--- config.mk ---
export PLATFORM = sky130hd
export DESIGN_NAME = gem_tx_top
export DESIGN_NICKNAME = d
export VERILOG_FILES = /design/src/common/gem_tx_pkg.sv /design/src/logic/cluster_capture.sv /design/src/bundle_fifo/bundle_fifo.sv /design/src/link_framer/link_framer.sv /design/src/logic/ready_timer.sv /design/src/logic/gem_tx_top.sv
export SDC_FILE = /design/constraint.sdc
export NUM_CORES = 1
export LEC_CHECK = 0
export BUFFER_PORTS_ARGS = -buffer_cell sky130_fd_sc_hd__buf_4
export CORE_MARGIN = 2
export CORE_UTILIZATION = 50
export CTS_BUF_LIST = sky130_fd_sc_hd__clkbuf_2 sky130_fd_sc_hd__clkbuf_4 sky130_fd_sc_hd__clkbuf_8
export DETAILED_ROUTE_END_ITERATION = 7
export PLACE_DENSITY_LB_ADDON = 0.25
export SYNTH_ARGS = -nofsm -noshare
export SYNTH_HDL_FRONTEND = slang
export SYNTH_SLANG_ARGS = --single-unit
--- constraint.sdc ---
create_clock -name clock_40 -period 13.5 [get_ports clock_40]
set_input_delay 2.7 -clock clock_40 [delete_from_list [all_inputs] [get_ports clock_40]]
set_output_delay 2.7 -clock clock_40 [all_outputs]
set_load 0.1 [all_outputs]
--- src/common/gem_tx_pkg.sv ---
`default_nettype none

package gem_tx_pkg;

   // -------------------------------------------------------------------------
   // Trigger bundle and link word
   // -------------------------------------------------------------------------

   // One bundle per bunch crossing, as handed over by the cluster source
   typedef struct packed {
      logic [111:0] clusters;   // Link 1 in the upper half, link 0 in the lower
      logic         overflow;   // More than 8 clusters found
      logic         bc0;        // Bunch-crossing zero marker
      logic         resync;     // Resync marker
      logic [1:0]   bxn_lsbs;   // Low BX bits, drive the separator rotation
   } trig_bundle_t;

   typedef struct packed {
      logic [15:0] data;        // Two bytes per word
      logic [1:0]  isk;         // Char-is-K, one bit per byte
   } link_word_t;

   localparam int LINK_DATA_BITS = 56;   // Cluster bits carried per link
   localparam int FRAME_WORDS    = 4;    // Words per frame

   // Separator K-codes, priority bc0 > resync > overflow > rotation
   localparam logic [7:0] K_BC0      = 8'h1C;   // K.28.0
   localparam logic [7:0] K_RESYNC   = 8'h3C;   // K.28.1
   localparam logic [7:0] K_OVERFLOW = 8'hFE;   // K.30.7

   // Index 0..3 gives BC, F7, FB, FD
   localparam logic [3:0][7:0] K_SEQ = {8'hFD, 8'hFB, 8'hF7, 8'hBC};

   // Comma filler sent between frames
   localparam link_word_t IDLE_WORD = '{data: 16'hFFFC, isk: 2'b01};

endpackage

`default_nettype wire

--- src/logic/cluster_capture.sv ---
`timescale 1ns/1ps
`default_nettype none

module cluster_capture (
   input  wire                       clock_40,
   input  wire                       rst_n_i,
   input  wire gem_tx_pkg::trig_bundle_t bundle_i,
   input  wire                       bundle_valid_i,
   output logic                      bundle_ready_o,
   input  wire                       link_up_i,
   input  wire                       full_i,          // From the bundle FIFO
   output gem_tx_pkg::trig_bundle_t  push_o,
   output logic                      wr_en_o
);

   logic                     hold_valid_q;   // Holding register occupied
   gem_tx_pkg::trig_bundle_t hold_q;         // Captured bundle
   logic                     accept;         // Handshake completes this cycle

   // Drain into the FIFO whenever it has room
   assign wr_en_o = hold_valid_q & ~full_i;
   assign push_o  = hold_q;

   // Room if empty or emptied this cycle, only while the link runs
   assign bundle_ready_o = link_up_i & (~hold_valid_q | wr_en_o);
   assign accept         = bundle_valid_i & bundle_ready_o;

   always_ff @(posedge clock_40 or negedge rst_n_i) begin
      if (!rst_n_i) begin
         hold_valid_q <= 1'b0;
      end else if (accept) begin
         hold_valid_q <= 1'b1;                // Refill wins over drain
      end else if (wr_en_o) begin
         hold_valid_q <= 1'b0;
      end
   end

   always_ff @(posedge clock_40) begin
      if (accept) hold_q <= bundle_i;
   end

endmodule

`default_nettype wire

--- src/bundle_fifo/bundle_fifo.sv ---
`timescale 1ns/1ps
`default_nettype none

module bundle_fifo #(
   parameter int FIFO_DEPTH = 8
) (
   input  wire                       clock_40,
   input  wire                       rst_n_i,
   input  wire                       wr_en_i,
   input  wire gem_tx_pkg::trig_bundle_t wr_data_i,
   output logic                      full_o,
   input  wire                       rd_en_i,
   output gem_tx_pkg::trig_bundle_t  rd_data_o,
   output logic                      empty_o
);

   localparam int PTR_W = (FIFO_DEPTH > 1) ? $clog2(FIFO_DEPTH) : 1;
   localparam int CNT_W = $clog2(FIFO_DEPTH + 1);

   gem_tx_pkg::trig_bundle_t mem [FIFO_DEPTH];   // Bundle storage

   logic [PTR_W-1:0] wr_ptr_q;
   logic [PTR_W-1:0] rd_ptr_q;
   logic [CNT_W-1:0] count_q;                     // Occupancy

   assign full_o  = (count_q == CNT_W'(FIFO_DEPTH));
   assign empty_o = (count_q == '0);

   // -------------------------------------------------------------------------
   // Pointers and occupancy
   // -------------------------------------------------------------------------

   always_ff @(posedge clock_40 or negedge rst_n_i) begin
      if (!rst_n_i) begin
         wr_ptr_q <= '0;
         rd_ptr_q <= '0;
         count_q  <= '0;
      end else begin
         if (wr_en_i)
            wr_ptr_q <= (wr_ptr_q == PTR_W'(FIFO_DEPTH - 1)) ? '0 : wr_ptr_q + 1'b1;
         if (rd_en_i)
            rd_ptr_q <= (rd_ptr_q == PTR_W'(FIFO_DEPTH - 1)) ? '0 : rd_ptr_q + 1'b1;
         case ({wr_en_i, rd_en_i})
            2'b10:   count_q <= count_q + 1'b1;
            2'b01:   count_q <= count_q - 1'b1;
            default: count_q <= count_q;          // Idle or push and pop together
         endcase
      end
   end

   // Storage and registered read port
   always_ff @(posedge clock_40) begin
      if (wr_en_i) mem[wr_ptr_q] <= wr_data_i;
      if (rd_en_i) rd_data_o <= mem[rd_ptr_q];   // Valid the cycle after the pop
   end

endmodule

`default_nettype wire

--- src/link_framer/link_framer.sv ---
`timescale 1ns/1ps
`default_nettype none

module link_framer #(
   parameter int N_LINKS = 2
) (
   input  wire                       clock_40,
   input  wire                       rst_n_i,
   input  wire                       link_up_i,
   input  wire                       empty_i,
   output logic                      rd_en_o,
   input  wire gem_tx_pkg::trig_bundle_t rd_data_i,
   output wire gem_tx_pkg::link_word_t [N_LINKS-1:0] tx_words_o
);

   localparam int SLOT_W = $clog2(gem_tx_pkg::FRAME_WORDS);
   localparam logic [SLOT_W-1:0] LAST_SLOT = SLOT_W'(gem_tx_pkg::FRAME_WORDS - 1);

   logic              run_q;     // Frame words are being loaded
   logic [SLOT_W-1:0] slot_q;    // Word loaded into the output registers now
   logic [7:0]        sep;       // Separator for the bundle on rd_data_i

   // -------------------------------------------------------------------------
   // Slot counter and FIFO pop
   // -------------------------------------------------------------------------

   // Pop when idle, or while loading the last word so frames run back to back
   assign rd_en_o = link_up_i & ~empty_i & (~run_q | (slot_q == LAST_SLOT));

   always_ff @(posedge clock_40 or negedge rst_n_i) begin
      if (!rst_n_i) begin
         run_q  <= 1'b0;
         slot_q <= '0;
      end else if (!link_up_i) begin
         run_q  <= 1'b0;                       // Abandon a frame in progress
         slot_q <= '0;
      end else if (rd_en_o) begin
         run_q  <= 1'b1;                       // Bundle on rd_data_i next cycle
         slot_q <= '0;
      end else if (run_q) begin
         slot_q <= slot_q + 1'b1;
         if (slot_q == LAST_SLOT) run_q <= 1'b0;
      end
   end

   // Separator priority
   always_comb begin
      if (rd_data_i.bc0)
         sep = gem_tx_pkg::K_BC0;
      else if (rd_data_i.resync)
         sep = gem_tx_pkg::K_RESYNC;
      else if (rd_data_i.overflow)
         sep = gem_tx_pkg::K_OVERFLOW;
      else
         sep = gem_tx_pkg::K_SEQ[rd_data_i.bxn_lsbs];   // BX rotation
   end

   // -------------------------------------------------------------------------
   // Per-link slicing and output word registers
   // -------------------------------------------------------------------------

   for (genvar n = 0; n < N_LINKS; n++) begin : g_link
      logic [gem_tx_pkg::LINK_DATA_BITS-1:0] d;     // This link's cluster slice
      gem_tx_pkg::link_word_t                word_q;

      assign d = rd_data_i.clusters[n*gem_tx_pkg::LINK_DATA_BITS +: gem_tx_pkg::LINK_DATA_BITS];
      assign tx_words_o[n] = word_q;

      always_ff @(posedge clock_40 or negedge rst_n_i) begin
         if (!rst_n_i) begin
            word_q <= gem_tx_pkg::IDLE_WORD;
         end else if (!link_up_i || !run_q) begin
            word_q <= gem_tx_pkg::IDLE_WORD;   // Comma filler
         end else begin
            case (slot_q)
               2'd0:    word_q <= '{data: {d[7:0], sep}, isk: 2'b01};  // K-code in low byte
               2'd1:    word_q <= '{data: d[23:8],  isk: 2'b00};
               2'd2:    word_q <= '{data: d[39:24], isk: 2'b00};
               default: word_q <= '{data: d[55:40], isk: 2'b00};
            endcase
         end
      end
   end

endmodule

`default_nettype wire

--- src/logic/ready_timer.sv ---
`timescale 1ns/1ps
`default_nettype none

module ready_timer #(
   parameter int READY_HOLD = 16
) (
   input  wire  clock_40,
   input  wire  rst_n_i,
   input  wire  link_up_i,
   input  wire  force_not_ready_i,
   output logic ready_o
);

   localparam int CNT_W = $clog2(READY_HOLD + 1);

   logic [CNT_W-1:0] cnt_q;   // Consecutive good cycles, saturates at hold

   always_ff @(posedge clock_40 or negedge rst_n_i) begin
      if (!rst_n_i) begin
         cnt_q <= '0;
      end else if (!link_up_i || force_not_ready_i) begin
         cnt_q <= '0;                          // Restart the hold time
      end else if (cnt_q != CNT_W'(READY_HOLD)) begin
         cnt_q <= cnt_q + 1'b1;
      end
   end

   assign ready_o = (cnt_q == CNT_W'(READY_HOLD));

endmodule

`default_nettype wire

--- src/logic/gem_tx_top.sv ---
`timescale 1ns/1ps
`default_nettype none

module gem_tx_top #(
   parameter int N_LINKS    = 2,
   parameter int FIFO_DEPTH = 8,
   parameter int READY_HOLD = 16
) (
   input  wire                       clock_40,
   input  wire                       rst_n_i,
   input  wire gem_tx_pkg::trig_bundle_t bundle_i,
   input  wire                       bundle_valid_i,
   output wire                       bundle_ready_o,
   input  wire                       link_up_i,          // Transmitter reset done
   input  wire                       force_not_ready_i,
   output wire gem_tx_pkg::link_word_t [N_LINKS-1:0] tx_words_o,
   output wire                       ready_o
);

   // -------------------------------------------------------------------------
   // Capture to FIFO to framer
   // -------------------------------------------------------------------------

   gem_tx_pkg::trig_bundle_t push;      // Capture stage to FIFO
   gem_tx_pkg::trig_bundle_t rd_data;   // FIFO to framer
   wire                      wr_en;
   wire                      full;
   wire                      rd_en;
   wire                      empty;

   cluster_capture i_cluster_capture (
      .clock_40       (clock_40),
      .rst_n_i        (rst_n_i),
      .bundle_i       (bundle_i),
      .bundle_valid_i (bundle_valid_i),
      .bundle_ready_o (bundle_ready_o),
      .link_up_i      (link_up_i),
      .full_i         (full),
      .push_o         (push),
      .wr_en_o        (wr_en)
   );

   bundle_fifo #(.FIFO_DEPTH(FIFO_DEPTH)) i_bundle_fifo (
      .clock_40  (clock_40),
      .rst_n_i   (rst_n_i),
      .wr_en_i   (wr_en),
      .wr_data_i (push),
      .full_o    (full),
      .rd_en_i   (rd_en),
      .rd_data_o (rd_data),
      .empty_o   (empty)
   );

   link_framer #(.N_LINKS(N_LINKS)) i_link_framer (
      .clock_40   (clock_40),
      .rst_n_i    (rst_n_i),
      .link_up_i  (link_up_i),
      .empty_i    (empty),
      .rd_en_o    (rd_en),
      .rd_data_i  (rd_data),
      .tx_words_o (tx_words_o)
   );

   // Link readiness, independent of the data path
   ready_timer #(.READY_HOLD(READY_HOLD)) i_ready_timer (
      .clock_40          (clock_40),
      .rst_n_i           (rst_n_i),
      .link_up_i         (link_up_i),
      .force_not_ready_i (force_not_ready_i),
      .ready_o           (ready_o)
   );

endmodule

`default_nettype wire

==> qor.txt <==
Final Net Count -> 2310
RD Place Congestion -> 0.792
Critical path launch point -> link_up_i
Worst EP arrival -> 3.24 ns
Number of cells on the critical path -> 3
Mean number of vias per cell -> 5.75
Total routed wirelength -> 92200 µm
Clock skew -> 0.0303 ns
H-tree Lvls -> 4
Worst Max-Slew Pin Slew -> 1.12 ns
R2r startpoint -> i_bundle_fifo.rd_ptr_q[0]
Synth Flop Type -> edfxtp_1
Post-CTS sizing -> 0
First-pass GRT wire length -> 138000 µm
Flops & latches, synth -> 1222
CP Max Fanout -> 8
1st-pass router iterations -> 5
FF-to-FF End -> i_bundle_fifo.rd_data_o[10]
Initial DRC count -> 1957
Final Slew Violations -> 0
Die H -> 304 µm
Residual DRC -> 0
Sequential area share after synthesis -> 81.2%
Worst-Skew Late Latency -> 0.84 ns
Core area -> 88800 µm²
Worst EP required -> 10.80 ns
Detailed placer's ending HPWL -> 45900 µm
DR vias -> 20017
CP Class -> input pin to output port
Buf/Inv on CP -> 2
Largest net degree at the start of global routing -> 131
Fin crit period -> 5.94 ns
Area Overhead vs Synth -> 14.1%
Leak pwr -> 16.7 nW
Post-synth ARST share -> 4.26%
Tcrit/Tclk final -> 44.0%
Initial antenna violation count -> 3
Synth Area per Inst -> 23.8 µm²
Worst setup SP type -> input pin
Register area -> 36500 µm²
Cell area after synthesis -> 44900 µm²
CTS Buffer Depth -> 3
Hold Path Class -> flop to flop
Slew Limit Headroom -> 25.1%
CTS Hold Buffers Added -> 0
Peak supply drop -> 0.000171 V
CTS Buf Count -> 190
Die Span X -> 304 µm
Largest stage delay, worst path -> 0.28 ns
Remaining Overflow, GRT -> 0
Wire per inst -> 26.5 µm
Worst reg2reg path depth -> 4
Most frequent CP cell -> buf_4
Yosys warns -> 0
# setup viols final -> 0
Footprint of the multi-input gates -> 8090 µm²
Post-synth EDFFs -> 1170
Fmax -> 168 MHz
ANT nets after route -> 0
Layout fillers -> 6305
I/O Buffers -> 157
Initial Util -> 50.6%
Worst setup EP type -> output port
R2r setup slk -> 9.55 ns
TNS Setup -> 0 ns
Worst-path clk slew -> 0.06 ns
CTS tree -> yes
Non-Filler Instances -> 3482
Pwr/cell area -> 202 nW/µm²
Die ar. -> 92300 µm²
Most frequent cells in the layout -> edfxtp_1 (1170), mux4_2 (234), clkbuf_8 (208), buf_4 (172), mux2_2 (121)
Most common cell after layout, fill and taps aside -> edfxtp_1
RSZ-0062 raised after global routing -> no
Sink Count -> 1222
Layout cells sized above 1 -> 38.3%
Final Hold Viols -> 0
Library cells used by synthesis -> 44
Crit path max-delay family -> buffers and inverters
CP endpoint -> bundle_ready_o
Top Ports -> 160
Post-CTS Setup Inserts -> 0
Number of global-route vias before repair -> 21318
FP Rows -> 109
# placed instances -> 3145
Tot GR Track Use -> 20.3%
Status -> finished clean
MaxCap Viol Count -> 0
CP Cell Sequence -> buf_4 > and2_1 > buf_4
Critical Path Slowest Stage Cell -> buf_4
Cell count after synthesis -> 1884
CTS Root Cell -> clkbuf_8
## through the flow
stage	util [%]	setup slack, ns	hold slack (ns)	power, mW	cell area (µm²)
after detailed placement	53.6	7.56	0.462	7.49	47600
final	57.7	7.56	0.469	10.4	51300
after floorplan	-	0.860	0.441	6.82	44900
after CTS	57.7	7.56	0.474	10.5	51300
after global routing	57.7	7.54	0.519	10.8	51300
after global placement	53.6	7.56	0.470	7.46	47600
## layout make-up
class	instances	area share, %
sequential	1222	71.2
multi-input combinational	567	15.8
clock buffer	277	6.59
timing repair buffer	182	2.91
tap	1165	2.84
clock inverter	59	0.637
inverter	9	0.0659
antenna	1	0.00488
## cells in the mapped netlist (2+ instances only)
cell / instances / area, µm²
a21oi_1: 7 / 35.0
mux2_2: 121 / 1360
clkbuf_1: 44 / 165
a221o_1: 8 / 80.1
a222oi_1: 16 / 160
edfxtp_1: 1170 / 35100
buf_4: 4 / 30.0
xnor2_1: 4 / 35.0
dfstp_2: 29 / 762
o21ai_2: 2 / 17.5
buf_1: 4 / 15.0
or3_1: 2 / 12.5
ha_1: 16 / 200
nor2b_1: 7 / 43.8
nand3_1: 3 / 15.0
a221oi_1: 2 / 17.5
mux2i_1: 5 / 50.1
buf_2: 30 / 150
a31oi_1: 3 / 18.8
a22o_1: 2 / 17.5
buf_6: 5 / 56.3
a21boi_0: 2 / 15.0
dfrtp_1: 23 / 576
nand2b_1: 5 / 31.3
mux4_2: 234 / 5270
o22ai_1: 4 / 25.0
and2_1: 2 / 12.5
a22oi_1: 6 / 45.0
nor3_1: 10 / 50.1
nand2_1: 50 / 188
o21ai_0: 27 / 135
xor2_1: 6 / 52.6
inv_1: 9 / 33.8
nor2_1: 12 / 45.0
## cells by family after synthesis
group | count (synthesis) | share of synthesized area (%)
multiplexers | 361 | 14.9
AO/OA/AOI/OAI | 83 | 1.33
adder cells (fa/ha/maj) | 16 | 0.446
buffers and inverters | 96 | 1.00
other | 1 | 0.00835
flip-flops | 1222 | 81.2
AND/OR/NAND/NOR | 95 | 0.952
XOR/XNOR | 10 | 0.195
## worst min-delay path by stage
stage,startpoint,cells after the start,to
floorplan,i_bundle_fifo.rd_data_o[106],2,i_link_framer.tx_words_o[25]
finish,i_bundle_fifo.rd_data_o[54],2,i_link_framer.tx_words_o[11]
CTS,i_bundle_fifo.rd_data_o[54],2,i_link_framer.tx_words_o[11]
detailed placement,i_bundle_fifo.rd_data_o[111],2,i_link_framer.tx_words_o[30]
global placement,i_bundle_fifo.rd_data_o[59],2,i_link_framer.tx_words_o[16]
global route,i_bundle_fifo.rd_data_o[59],2,i_link_framer.tx_words_o[16]
## metal layers
metal | vias to the layer above | share of wire [%] | GRT usage, %
met1 | 10695 | 42 | 28.6
met5 | - | 0.012 | 0
met2 | 699 | 49 | 32.2
met3 | 105 | 6.7 | 4.62
li1 | 8516 | - | -
met4 | 2 | 1.9 | 6.19
## worst min-delay path: stages, from the launching register on
cell and delay, ns:
edfxtp_1 0.31, o21ai_0 0.06, nand2_1 0.06
## registers in the layout, indices dropped and copies added (netlist names)
register                        flops
i_link_framer.run_q                 1
i_bundle_fifo.rd_data_o           117
i_link_framer.slot_q                2
i_bundle_fifo.count_q               4
i_bundle_fifo.wr_ptr_q              3
i_bundle_fifo.rd_ptr_q              3
i_ready_timer.cnt_q                 5
i_cluster_capture.push_o          117
i_bundle_fifo.mem                 936
i_cluster_capture.hold_valid_q      1
i_link_framer.tx_words_o           33
## where the power goes
group,internal [mW],switching (mW),total (mW),leakage (nW)
Sequential,4.70,0.249,4.95,11.2
Combinational,1.11,1.33,2.44,3.45
Clock,1.62,1.37,2.99,1.97
(Power assumes the default switching activity.)
